File: config.mk
export PLATFORM = sky130hd
export DESIGN_NAME = sniffer_ctrl_top
export DESIGN_NICKNAME = d
export VERILOG_FILES = /design/src/rtl/cmd_pkg.sv /design/src/rtl/fsm_pkg.sv /design/src/rtl/capture_forwarder.sv /design/src/rtl/op_sequencer.sv /design/src/rtl/sniffer_ctrl_top.sv /design/src/rtl/ulpi_reg_port.sv
export VERILOG_INCLUDE_DIRS = /design/src /design/src/include
export SDC_FILE = /design/constraint.sdc
export NUM_CORES = 1
export LEC_CHECK = 0
export BUFFER_PORTS_ARGS = -buffer_cell sky130_fd_sc_hd__clkbuf_2
export CAP_MARGIN = 20
export CORE_MARGIN = 2
export CORE_UTILIZATION = 50
export DETAILED_ROUTE_END_ITERATION = 7
export MAX_ROUTING_LAYER = met4
export PLACE_DENSITY = 0.81
export SLEW_MARGIN = 10
export SYNTH_ARGS = -nofsm -noshare
export SYNTH_HDL_FRONTEND = slang
export SYNTH_SLANG_ARGS = --single-unit
File: constraint.sdc
create_clock -name clk -period 2.45 [get_ports clk]
set_input_delay 0.245 -clock clk [delete_from_list [all_inputs] [get_ports clk]]
set_output_delay 0.245 -clock clk [all_outputs]
set_load 0.03 [all_outputs]
File: src/include/sniffer_settings.svh
`ifndef SNIFFER_SETTINGS_SVH
`define SNIFFER_SETTINGS_SVH

`define SNF_BYTE_W      8       // UART, register and USB byte
`define SNF_OP_W        16      // Operation word from the stack
`define SNF_ADDR_W      6       // PHY register address
`define SNF_LEN_W       10      // Packet length
`define SNF_RXCMD_W     6       // Last RxCMD seen
`define SNF_INFO_W      16      // RxCMD on top, length in the low bits

// Operation word layout
`define SNF_OP_CODE_HI  15
`define SNF_OP_CODE_LO  14
`define SNF_OP_ADDR_HI  13
`define SNF_OP_ADDR_LO  8
`define SNF_OP_VAL_HI   7
`define SNF_OP_VAL_LO   0

`define SNF_TOGGLE_KEY  8'h96   // Low byte that flips capture

`endif

File: src/rtl/cmd_pkg.sv
package cmd_pkg;

    // Opcode carried in the top two bits of an operation word
    typedef enum logic [1:0] {
        OP_RECV_TOGGLE = 2'd0,  // Flip capture forwarding, keyed
        OP_REG_SEND    = 2'd1,  // Send last read register value
        OP_REG_WRITE   = 2'd2,  // PHY register write
        OP_REG_READ    = 2'd3   // PHY register read
    } op_code_t;

endpackage

File: src/rtl/fsm_pkg.sv
package fsm_pkg;

    // Main dispatch FSM
    typedef enum logic [2:0] {
        SEQ_IDLE      = 3'd0,   // Waiting for a source
        SEQ_DISPATCH  = 3'd1,   // Chosen source acted on
        SEQ_REG_WAIT  = 3'd2,   // PHY register access in flight
        SEQ_UART_WAIT = 3'd3,   // Single byte waiting for the UART
        SEQ_FORWARD   = 3'd4    // Packet streamed by the forwarder
    } seq_state_t;

    // Packet forwarder
    typedef enum logic [1:0] {
        FWD_IDLE   = 2'd0,      // UART port lent to single bytes
        FWD_HEADER = 2'd1,      // Two header bytes
        FWD_DATA   = 2'd2       // Payload bytes from the data buffer
    } fwd_state_t;

endpackage

File: src/rtl/capture_forwarder.sv
`timescale 1ns/100ps
`include "sniffer_settings.svh"

module capture_forwarder
    import fsm_pkg::*;
(
    input  logic                   clk,
    input  logic                   rst,
    input  logic                   fwd_start,
    input  logic [`SNF_INFO_W-1:0] ulpi_usb_info_data,
    input  logic [`SNF_BYTE_W-1:0] ulpi_usb_data,
    input  logic                   ulpi_data_buff_empty,
    input  logic                   uart_tx_full,
    input  logic [`SNF_BYTE_W-1:0] single_byte,
    input  logic                   single_send,
    output logic                   ulpi_info_re,
    output logic                   ulpi_data_re,
    output logic [`SNF_BYTE_W-1:0] uart_tx_data,
    output logic                   uart_send,
    output logic                   fwd_done
);

    fwd_state_t              state;
    logic                    hdr_cnt;   // Second header byte pending
    logic [`SNF_RXCMD_W-1:0] rxcmd;     // RxCMD of the current packet
    logic [`SNF_LEN_W-1:0]   len;       // Data bytes still to send
    logic                    accept;
    logic                    last_byte;

    assign ulpi_info_re = fwd_start;    // Header popped in the dispatch cycle
    assign accept       = uart_send && !uart_tx_full;
    assign last_byte    = (len == `SNF_LEN_W'(1));
    assign ulpi_data_re = (state == FWD_DATA) && accept;

    // UART port mux with single bytes passed through when not forwarding
    always_comb begin
        case (state)
            FWD_HEADER: begin
                uart_send    = 1'b1;
                uart_tx_data = hdr_cnt ? len[`SNF_BYTE_W-1:0]
                                       : {rxcmd, len[`SNF_LEN_W-1:`SNF_BYTE_W]};
            end
            FWD_DATA: begin
                uart_send    = !ulpi_data_buff_empty;   // Wait for the payload
                uart_tx_data = ulpi_usb_data;           // Show-ahead head
            end
            default: begin
                uart_send    = single_send;
                uart_tx_data = single_byte;
            end
        endcase
    end

    always_ff @(posedge clk) begin
        if (!rst) begin
            state    <= FWD_IDLE;
            hdr_cnt  <= 1'b0;
            fwd_done <= 1'b0;
        end else begin
            fwd_done <= 1'b0;
            case (state)
                FWD_IDLE: begin
                    if (fwd_start) begin
                        state   <= FWD_HEADER;
                        hdr_cnt <= 1'b0;
                    end
                end
                FWD_HEADER: begin
                    if (accept) begin
                        hdr_cnt <= 1'b1;
                        if (hdr_cnt) begin
                            if (len == '0) begin
                                state    <= FWD_IDLE;   // Empty packet sends the header only
                                fwd_done <= 1'b1;
                            end else begin
                                state <= FWD_DATA;
                            end
                        end
                    end
                end
                FWD_DATA: begin
                    if (accept && last_byte) begin
                        state    <= FWD_IDLE;
                        fwd_done <= 1'b1;
                    end
                end
                default: state <= FWD_IDLE;
            endcase
        end
    end

    // Header fields at dispatch and a countdown per data byte
    always_ff @(posedge clk) begin
        if (fwd_start) begin
            rxcmd <= ulpi_usb_info_data[`SNF_INFO_W-1 -: `SNF_RXCMD_W];
            len   <= ulpi_usb_info_data[`SNF_LEN_W-1:0];
        end else if (ulpi_data_re) begin
            len <= len - `SNF_LEN_W'(1);
        end
    end

    assert property (@(posedge clk) disable iff (!rst)
        ulpi_data_re |-> !ulpi_data_buff_empty)
        else $error("ulpi_data_re high on an empty data buffer");

    // Sequencer never starts a packet or a single byte while one is streaming
    assert property (@(posedge clk) disable iff (!rst)
        fwd_start |-> state == FWD_IDLE)
        else $error("fwd_start while a packet is in progress");

    assert property (@(posedge clk) disable iff (!rst)
        state != FWD_IDLE |-> !single_send)
        else $error("single_send raised during a packet");

endmodule

File: src/rtl/op_sequencer.sv
`timescale 1ns/100ps
`include "sniffer_settings.svh"

module op_sequencer
    import cmd_pkg::*, fsm_pkg::*;
(
    input  logic                   clk,
    input  logic                   rst,
    input  logic                   force_send,
    input  logic [`SNF_OP_W-1:0]   op_stack_msg,
    input  logic                   op_stack_empty,
    input  logic                   ulpi_info_buff_empty,
    input  logic [`SNF_BYTE_W-1:0] ulpi_reg_val_r,
    input  logic                   uart_tx_full,
    input  logic                   reg_done,
    input  logic                   fwd_done,
    output logic                   op_stack_pull,
    output logic                   reg_start,
    output logic                   fwd_start,
    output logic [`SNF_BYTE_W-1:0] single_byte,
    output logic                   single_send,
    output logic                   toggle_status
);

    seq_state_t state;
    logic       from_stack;     // Dispatch serves the stack head
    logic       from_info;      // Dispatch serves a captured packet
    logic       capture_en;     // Packet forwarding on
    op_code_t   op_code;
    logic       in_dispatch;
    logic       info_ready;
    logic       key_match;
    logic       load_single;
    logic       single_accept;

    assign op_code       = op_code_t'(op_stack_msg[`SNF_OP_CODE_HI:`SNF_OP_CODE_LO]);
    assign in_dispatch   = (state == SEQ_DISPATCH);
    assign info_ready    = capture_en && !ulpi_info_buff_empty;
    assign key_match     = (op_stack_msg[`SNF_OP_VAL_HI:`SNF_OP_VAL_LO] == `SNF_TOGGLE_KEY);
    assign single_accept = single_send && !uart_tx_full;  // UART takes the byte

    // Register send from the stack, or force send
    assign load_single = in_dispatch && !from_info &&
                         (!from_stack || op_code == OP_REG_SEND);

    assign op_stack_pull = in_dispatch && from_stack;   // Head consumed this cycle
    assign reg_start     = in_dispatch && from_stack &&
                           (op_code == OP_REG_WRITE || op_code == OP_REG_READ);
    assign fwd_start     = in_dispatch && from_info;
    assign toggle_status = capture_en;

    always_ff @(posedge clk) begin
        if (!rst) begin
            state      <= SEQ_IDLE;
            from_stack <= 1'b0;
            from_info  <= 1'b0;
        end else begin
            case (state)
                SEQ_IDLE: begin
                    // Stack first, then capture, then force
                    from_stack <= !op_stack_empty;
                    from_info  <= op_stack_empty && info_ready;
                    if (!op_stack_empty || info_ready || force_send) begin
                        state <= SEQ_DISPATCH;
                    end
                end
                SEQ_DISPATCH: begin
                    if (from_info) begin
                        state <= SEQ_FORWARD;
                    end else if (!from_stack) begin
                        state <= SEQ_UART_WAIT;         // Force send
                    end else begin
                        case (op_code)
                            OP_RECV_TOGGLE: state <= SEQ_IDLE;
                            OP_REG_SEND:    state <= SEQ_UART_WAIT;
                            default:        state <= SEQ_REG_WAIT;
                        endcase
                    end
                end
                SEQ_REG_WAIT: begin
                    if (reg_done) begin
                        state <= SEQ_IDLE;
                    end
                end
                SEQ_UART_WAIT: begin
                    if (single_accept) begin
                        state <= SEQ_IDLE;
                    end
                end
                SEQ_FORWARD: begin
                    if (fwd_done) begin
                        state <= SEQ_IDLE;
                    end
                end
                default: state <= SEQ_IDLE;
            endcase
        end
    end

    // Capture enable flipped only by the keyed toggle
    always_ff @(posedge clk) begin
        if (!rst) begin
            capture_en <= 1'b0;
        end else if (in_dispatch && from_stack && op_code == OP_RECV_TOGGLE && key_match) begin
            capture_en <= !capture_en;
        end
    end

    // Send level held until the UART accepts
    always_ff @(posedge clk) begin
        if (!rst) begin
            single_send <= 1'b0;
        end else if (load_single) begin
            single_send <= 1'b1;
        end else if (single_accept) begin
            single_send <= 1'b0;
        end
    end

    always_ff @(posedge clk) begin
        if (load_single) begin
            single_byte <= ulpi_reg_val_r;  // Last PHY read value
        end
    end

    // A pull is only ever issued for a head that was present at selection
    assert property (@(posedge clk) disable iff (!rst)
        $rose(op_stack_pull) |-> !op_stack_empty)
        else $error("op_stack_pull raised while op_stack_empty is high");

endmodule

File: src/rtl/sniffer_ctrl_top.sv
`timescale 1ns/100ps
`include "sniffer_settings.svh"

module sniffer_ctrl_top (
    input  logic                   clk,
    input  logic                   rst,
    input  logic                   force_send,
    input  logic [`SNF_OP_W-1:0]   op_stack_msg,
    input  logic                   op_stack_empty,
    input  logic                   ulpi_busy,
    input  logic [`SNF_BYTE_W-1:0] ulpi_usb_data,
    input  logic [`SNF_INFO_W-1:0] ulpi_usb_info_data,
    input  logic                   ulpi_data_buff_empty,
    input  logic                   ulpi_info_buff_empty,
    input  logic [`SNF_BYTE_W-1:0] ulpi_reg_val_r,
    input  logic                   uart_tx_full,
    output logic                   toggle_status,
    output logic                   op_stack_pull,
    output logic                   ulpi_data_re,
    output logic                   ulpi_info_re,
    output logic [`SNF_BYTE_W-1:0] ulpi_reg_val_w,
    output logic [`SNF_ADDR_W-1:0] ulpi_addr,
    output logic                   ulpi_prw,
    output logic                   ulpi_prr,
    output logic [`SNF_BYTE_W-1:0] uart_tx_data,
    output logic                   uart_send
);

    logic                   reg_start;      // Dispatch of a PHY access
    logic                   reg_done;
    logic                   fwd_start;      // Dispatch of a captured packet
    logic                   fwd_done;
    logic [`SNF_BYTE_W-1:0] single_byte;    // Register or forced byte
    logic                   single_send;

    op_sequencer u_op_sequencer (
        .clk                  (clk),
        .rst                  (rst),
        .force_send           (force_send),
        .op_stack_msg         (op_stack_msg),
        .op_stack_empty       (op_stack_empty),
        .ulpi_info_buff_empty (ulpi_info_buff_empty),
        .ulpi_reg_val_r       (ulpi_reg_val_r),
        .uart_tx_full         (uart_tx_full),
        .reg_done             (reg_done),
        .fwd_done             (fwd_done),
        .op_stack_pull        (op_stack_pull),
        .reg_start            (reg_start),
        .fwd_start            (fwd_start),
        .single_byte          (single_byte),
        .single_send          (single_send),
        .toggle_status        (toggle_status)
    );

    ulpi_reg_port u_ulpi_reg_port (
        .clk            (clk),
        .rst            (rst),
        .reg_start      (reg_start),
        .op_stack_msg   (op_stack_msg),
        .ulpi_busy      (ulpi_busy),
        .ulpi_addr      (ulpi_addr),
        .ulpi_reg_val_w (ulpi_reg_val_w),
        .ulpi_prw       (ulpi_prw),
        .ulpi_prr       (ulpi_prr),
        .reg_done       (reg_done)
    );

    capture_forwarder u_capture_forwarder (
        .clk                  (clk),
        .rst                  (rst),
        .fwd_start            (fwd_start),
        .ulpi_usb_info_data   (ulpi_usb_info_data),
        .ulpi_usb_data        (ulpi_usb_data),
        .ulpi_data_buff_empty (ulpi_data_buff_empty),
        .uart_tx_full         (uart_tx_full),
        .single_byte          (single_byte),
        .single_send          (single_send),
        .ulpi_info_re         (ulpi_info_re),
        .ulpi_data_re         (ulpi_data_re),
        .uart_tx_data         (uart_tx_data),
        .uart_send            (uart_send),
        .fwd_done             (fwd_done)
    );

endmodule

File: src/rtl/ulpi_reg_port.sv
`timescale 1ns/100ps
`include "sniffer_settings.svh"

module ulpi_reg_port
    import cmd_pkg::*;
(
    input  logic                   clk,
    input  logic                   rst,
    input  logic                   reg_start,
    input  logic [`SNF_OP_W-1:0]   op_stack_msg,
    input  logic                   ulpi_busy,
    output logic [`SNF_ADDR_W-1:0] ulpi_addr,
    output logic [`SNF_BYTE_W-1:0] ulpi_reg_val_w,
    output logic                   ulpi_prw,
    output logic                   ulpi_prr,
    output logic                   reg_done
);

    op_code_t op_code;

    assign op_code = op_code_t'(op_stack_msg[`SNF_OP_CODE_HI:`SNF_OP_CODE_LO]);

    // Last strobe cycle is the first one with the PHY controller idle
    assign reg_done = (ulpi_prw || ulpi_prr) && !ulpi_busy;

    always_ff @(posedge clk) begin
        if (!rst) begin
            ulpi_prw <= 1'b0;
            ulpi_prr <= 1'b0;
        end else if (reg_start) begin
            ulpi_prw <= (op_code == OP_REG_WRITE);
            ulpi_prr <= (op_code == OP_REG_READ);
        end else if (reg_done) begin
            ulpi_prw <= 1'b0;
            ulpi_prr <= 1'b0;
        end
    end

    // Address for both directions, value only for writes
    always_ff @(posedge clk) begin
        if (reg_start) begin
            ulpi_addr <= op_stack_msg[`SNF_OP_ADDR_HI:`SNF_OP_ADDR_LO];
        end
        if (reg_start && op_code == OP_REG_WRITE) begin
            ulpi_reg_val_w <= op_stack_msg[`SNF_OP_VAL_HI:`SNF_OP_VAL_LO];
        end
    end

    assert property (@(posedge clk) disable iff (!rst)
        !(ulpi_prw && ulpi_prr))
        else $error("ulpi_prw and ulpi_prr high together");

    // Strobe and address stay put while the PHY controller is busy
    assert property (@(posedge clk) disable iff (!rst)
        (ulpi_prw || ulpi_prr) && ulpi_busy |=> $stable({ulpi_prw, ulpi_prr, ulpi_addr}))
        else $error("register access changed while ulpi_busy");

endmodule

* Word level (Yosys, flattened, before mapping) *
Cells that the tools add are included.

word-level totals
  register bits = 51
  latch bits = 0
  RAM bits = 0
  memory bits (read-only) = 0
  input bits = 56
  output and inout bits = 29
  logic and storage cells = 106
  memories kept = 0

operators by class
  $add $sub $neg = 1
  $mul = 0
  div/mod/pow operators = 0
  order comparisons = 0
  equality and inequality tests = 19
  shift operators = 0
  mux-type cells = 32
  bitwise gates (word level) = 0
  reductions and logical operators = 39

operator list
  operator                                                              count
  10-bit 2-to-1 mux                                                     2
  3-bit 2-to-1 mux                                                      6
  8-bit case mux with 2 select lines                                    1
  1-bit logical AND                                                     15
  3-bit case mux with 5 select lines                                    1
  1-bit 2-to-1 mux                                                      11
  10-bit by 1-bit == test with 1-bit output, second input constant      1
  10-bit logical NOT                                                    1
  2-bit 2-to-1 mux                                                      5
  2-bit by 1-bit != test with 1-bit output, second input constant       5
  10-bit by 1-bit subtractor with 10-bit output, second input constant  1
  8-bit == test, second input constant                                  1
  1-bit logical NOT                                                     8
  8-bit 2-to-1 mux                                                      1
  4-bit AND reduction                                                   2
  2-bit nonzero test                                                    4
  2-bit == test, second input constant                                  3
  3-bit by 2-bit == test with 1-bit output, second input constant       2
  2-bit != test, second input constant                                  3
  1-bit case mux with 2 select lines                                    3
  2-bit case mux with 3 select lines                                    1
  1-bit logical OR                                                      5
  2-bit by 1-bit == test with 1-bit output, second input constant       2
  2-bit logical NOT                                                     2
  other kinds (5)                                                       5

* Depth between registers and ports, before layout *
  depth after elaboration = 6
  depth in mapped cells = 8
  mapped depth without buffers = 7

* Modules after synthesis *
A second synthesis with hierarchy kept.

second synthesis, totals
  cell total of the unflattened synthesis = 224
  area total of the unflattened synthesis = 2449.8 um2

by module, submodules not included
  module             instances  cells each  area each (um2)
  capture_forwarder  1          145         1281.2
  op_sequencer       1          52          649.4
  ulpi_reg_port      1          27          519.2

* Least setup slack after synthesis *
OpenSTA, ideal clock, no wires.

  path kind = register to register
  start = register u_capture_forwarder.state[0]
  end = register u_capture_forwarder.len[0], enable pin
  setup time = 0.341 ns
  arrival = 1.790 ns
  data required time = 2.109 ns
  slack = 0.320 ns
  cell stages (with the launch flop) = 8
  path buffers = 1
  cells stage by stage = dfxtp_1 -> inv_1 -> ha_1 -> buf_6 -> o21bai_2 -> o21ba_2 -> and2_1 -> or2_1

between the ends
  word-level cells in the longest chain between the ends = 5
  elaborated cells between the ends (all ways) = 6
  those cells by class = eq/ne (2); mux (1); reduce/logical (3)

RTL lines
  element                                                                           line                                              RTL
  start: declaration                                                                capture_forwarder.sv:23                           fwd_state_t state;
  start signal: assignment                                                          capture_forwarder.sv:56                           state <= FWD_IDLE;
  start signal: assignment                                                          capture_forwarder.sv:64                           state <= FWD_HEADER;
  start signal: assignment                                                          capture_forwarder.sv:73                           state <= FWD_IDLE;
  2-bit == test / 2-bit by 1-bit == test with 1-bit output (equally long branches)  capture_forwarder.sv:33, capture_forwarder.sv:37
  1-bit case mux with 2 select lines                                                capture_forwarder.sv:37                           case (state)
  1-bit logical AND                                                                 capture_forwarder.sv:31                           assign accept = uart_send && !uart_tx_full;
  1-bit logical AND *                                                               capture_forwarder.sv:33                           assign ulpi_data_re = (state == FWD_DATA) && accept;
  named net ulpi_data_re                                                            sniffer_ctrl_top.sv:19                            output logic ulpi_data_re,
  2-bit nonzero test (no line) *                                                    --
  end signal: assignment                                                            capture_forwarder.sv:96                           len <= ulpi_usb_info_data[`SNF_LEN_W-1:0];
  end signal: assignment                                                            capture_forwarder.sv:98                           len <= len - `SNF_LEN_W'(1);
  end: declaration                                                                  capture_forwarder.sv:26                           logic [`SNF_LEN_W-1:0] len;

Mark *: on every way through the listed nets, which the timed path passes. The rest lies on a longest branch.
A chain may end at the register's enable or synchronous reset.

* Worst setup path after layout *
  start = register u_capture_forwarder.state[0]
  end = output port uart_tx_data[1]

between the ends
  word-level cells in the longest chain between the ends = 2
  elaborated cells between the ends (all ways) = 3
  those cells by class = eq/ne (2); mux (1)

RTL lines
  element                                                                           line                     RTL
  2-bit == test / 2-bit by 1-bit == test with 1-bit output (equally long branches)  capture_forwarder.sv:37
  8-bit case mux with 2 select lines *                                              capture_forwarder.sv:37
  end: declaration                                                                  sniffer_ctrl_top.sv:25   output logic [`SNF_BYTE_W-1:0] uart_tx_data,

Every way passes the cells marked *; elsewhere a longest branch is shown, timed or not.

==> summary.md <==
| Metric | Value |
|---|---|
| Max Transition Viols Final | 0 |
| CTS resizes | 0 |
| Wire per inst | 15.0 um |
| CTS root buf | clkbuf_8 |
| FF+latch count, synth | 51 |
| Post-synth top cells | nand2_1, edfxtp_1, nor2_1 |
| Starting DRT DRC Count | between 100 and 150 |
| Ys async rst share | 0% |
| Fin nets | 380 |
| Initial antenna violation count | 0 |
| Number of I/O pins | 85 |
| CTS Buffer Depth | 2 |
| Largest net degree at the start of global routing | 29 |
| CP Data Arrival Time | 1.96 ns |
| Clk sinks | approximately 50 |
| Status | complete, no violations |
| Antenna Cells | 0 |
| Syn avg cell area | 10.8 um^2 |
| Tightest Hold Check Type | in2reg |
| Post-Syn Area | 2520 um^2 |
| Distinct cells, synth | 54 |
| CP required | 2.20 ns |
| Final Core Density | 64.5% |
| Total number of vias | 2071 |
| Peak supply drop | 0.000409 V |
| Post-layout min period | roughly 2.2 ns |
| Achievable Freq | approximately 0.45 GHz |
| Top-count cell post-synth | nand2_1 |
| First-pass GRT wire length | roughly 9000 um |
| Vias in the first global route | 2006 |
| GR Overflow Total | 0 |
| Total power | 2.12 mW |
| Clock Skew | 0.00406 ns |
| TNS Setup | 0 ns |
| First-pass iteration count of the detailed router | 4 |
| YS warnings | 0 |
| Vias/cell | 5.35 |
| ANT nets after route | 0 |
| H-tree Lvls | 2 |
| Syn Inst Count | approximately 230 |
| Finished Layout Cells | 387 |
| Share of layout cells above drive strength 1 | 34.4% |
| Unrepaired setup endpoints after global routing | false |
| Post-CTS Setup Bufs | 0 |
| Crit path launch type | flop |
| Ranking of synthesized cells by area | edfxtp_1, dfxtp_1, nand2_1, nor2_1, a41oi_1 |
| Area delta synth->final | 22.3% |
| Final worst slack | approximately 0.24 ns |
| CTS tree | yes |
| CP Max Fanout | 16 |
| Clock transition at path regs | 0.09 ns |
| Core Footprint | 4790 um^2 |
| Core Rows | 25 |
| GP Congestion | 0.877 |
| DIE AREA | 5630 um^2 |
| Crit path kind | reg2out |
| GRT Util Overall | 22.5% |
| Lkg Pwr | 1.20 nW |
| Fillers | around 400 |
| Total wire length | 5800 um |
| Cells after DPL | around 380 |
| Least-Margin Pin Slew | 0.451 ns |
| # hold bufs at CTS | 0 |
| Residual DRC | 0 |
| Synthesized Nets | 295 |
| Synth top area share | between 40% and 50% |
| Reg2Reg Setup Slack | 0.33 ns |
| Max_slew headroom | 69.9% |
| Crit end category | output port |
| Initial core utilization | 52.7% |
| Final setup viols | 0 |
| Prevailing post-synth register cell | edfxtp_1 |
| Max Cap Viol | 0 |
| Period utilisation layout | between 90% and 100% |
| Port buffer count | 84 |
| Detailed placement HPWL | 4380 um |
| Post-synth EDFFs | 38 |
| Die Ht | ~75 um |
| CTS Buf Count | 5 |
| Worst-skew pair later-pin latency | 0.31 ns |
| Cell taking the most area after synthesis | edfxtp_1 |
| Die W | 75.0 um |
| Final Hold Fails | 0 |
| Place WS | 0.340 ns |
| PD cells | approximately 690 nW/um^2 |
| Sequential element share of the synthesized area | 55.6% |
[registers in the layout, indices dropped and copies added, names as in the netlist, 2 cells and up]
name,cells
u_op_sequencer.state,3
u_capture_forwarder.rxcmd,6
u_ulpi_reg_port.ulpi_reg_val_w,8
u_op_sequencer.single_byte,8
u_capture_forwarder.len,10
u_capture_forwarder.state,2
u_ulpi_reg_port.ulpi_addr,6
[power by group]
| group | internal (mW) | leakage (nW) | switching, mW |
|---|---|---|---|
| Sequential | 1.01 | 0.450 | 0.0683 |
| Clock | 0.264 | 0.0496 | 0.286 |
| Combinational | 0.183 | 0.703 | 0.312 |
| Total | 1.45 | 1.20 | 0.667 |
[metal layers]
layer	vias to the layer above	part of all wire [%]	global-route usage, %
met5	-	0	-
li1	1010	-	-
met1	973	41	28.6
met4	0	1.4	8.33
met3	7	6.1	4.15
met2	81	51	35.9
[cell families after synthesis]
group	synth area share, %
XOR/XNOR	2.78
flip-flops	55.6
adder cells (fa/ha/maj)	2.48
multiplexers	1.24
AO/OA/AOI/OAI	11.9
AND/OR/NAND/NOR	21.4
buffers and inverters	4.66
[stage by stage]
| stage | instance area (um^2) | hold slack (ns) |
|---|---|---|
| 5_1_grt | 3090 | 0.0955 |
| 2_1_floorplan | 2520 | 0.341 |
| 6_report | 3090 | 0.108 |
| 4_1_cts | 3090 | 0.102 |
| 3_5_place_dp | 2980 | 0.424 |
| 3_3_place_gp | 2980 | 0.421 |
[cells in the final DEF (no fill, tap or decap), types with 6 or more instances in the layout]
| master | count |
|---|---|
| clkbuf_2 | 84 |
| dfxtp_1 | 13 |
| nor3_1 | 6 |
| nor2_1 | 19 |
| edfxtp_1 | 38 |
| a21oi_1 | 9 |
| a41oi_1 | 8 |
| o21ai_1 | 7 |
| inv_1 | 10 |
| nand2_1 | 49 |
[critical path: stages (launching register included)]
cell      delay (ns)
dfxtp_1         0.38
inv_1           0.09
ha_1            0.40
buf_4           0.24
nor2_1          0.07
a41oi_1         0.22
clkbuf_2        0.25
[path summary, 6_finish.rpt]
path | startpoint | end | depth (start not counted)
max | u_capture_forwarder.state[0]$_SDFFE_PN0P_ | uart_tx_data[1] | 6
min | ulpi_usb_info_data[12] | u_capture_forwarder.rxcmd[2]$_DFFE_PP_ | 1
min reg2reg | u_ulpi_reg_port.ulpi_prr$_SDFFE_PN0P_ | u_ulpi_reg_port.ulpi_prr$_SDFFE_PN0P_ | 2
max reg2reg | u_capture_forwarder.state[0]$_SDFFE_PN0P_ | u_capture_forwarder.len[3]$_DFFE_PP_ | 6
[final cells by class]
cell class / instances / area, um^2 / share of cell area (%)
timing repair buffer: 88 / 450 / 14.6
tap: 67 / 83.8 / 2.72
clock inverter: 1 / 7.51 / 0.243
clock buffer: 7 / 97.6 / 3.16
sequential: 51 / 1400 / 45.4
multi-input combinational: 162 / 1000 / 32.5
inverter: 11 / 41.3 / 1.34
Power figures use the tool's default switching activity.
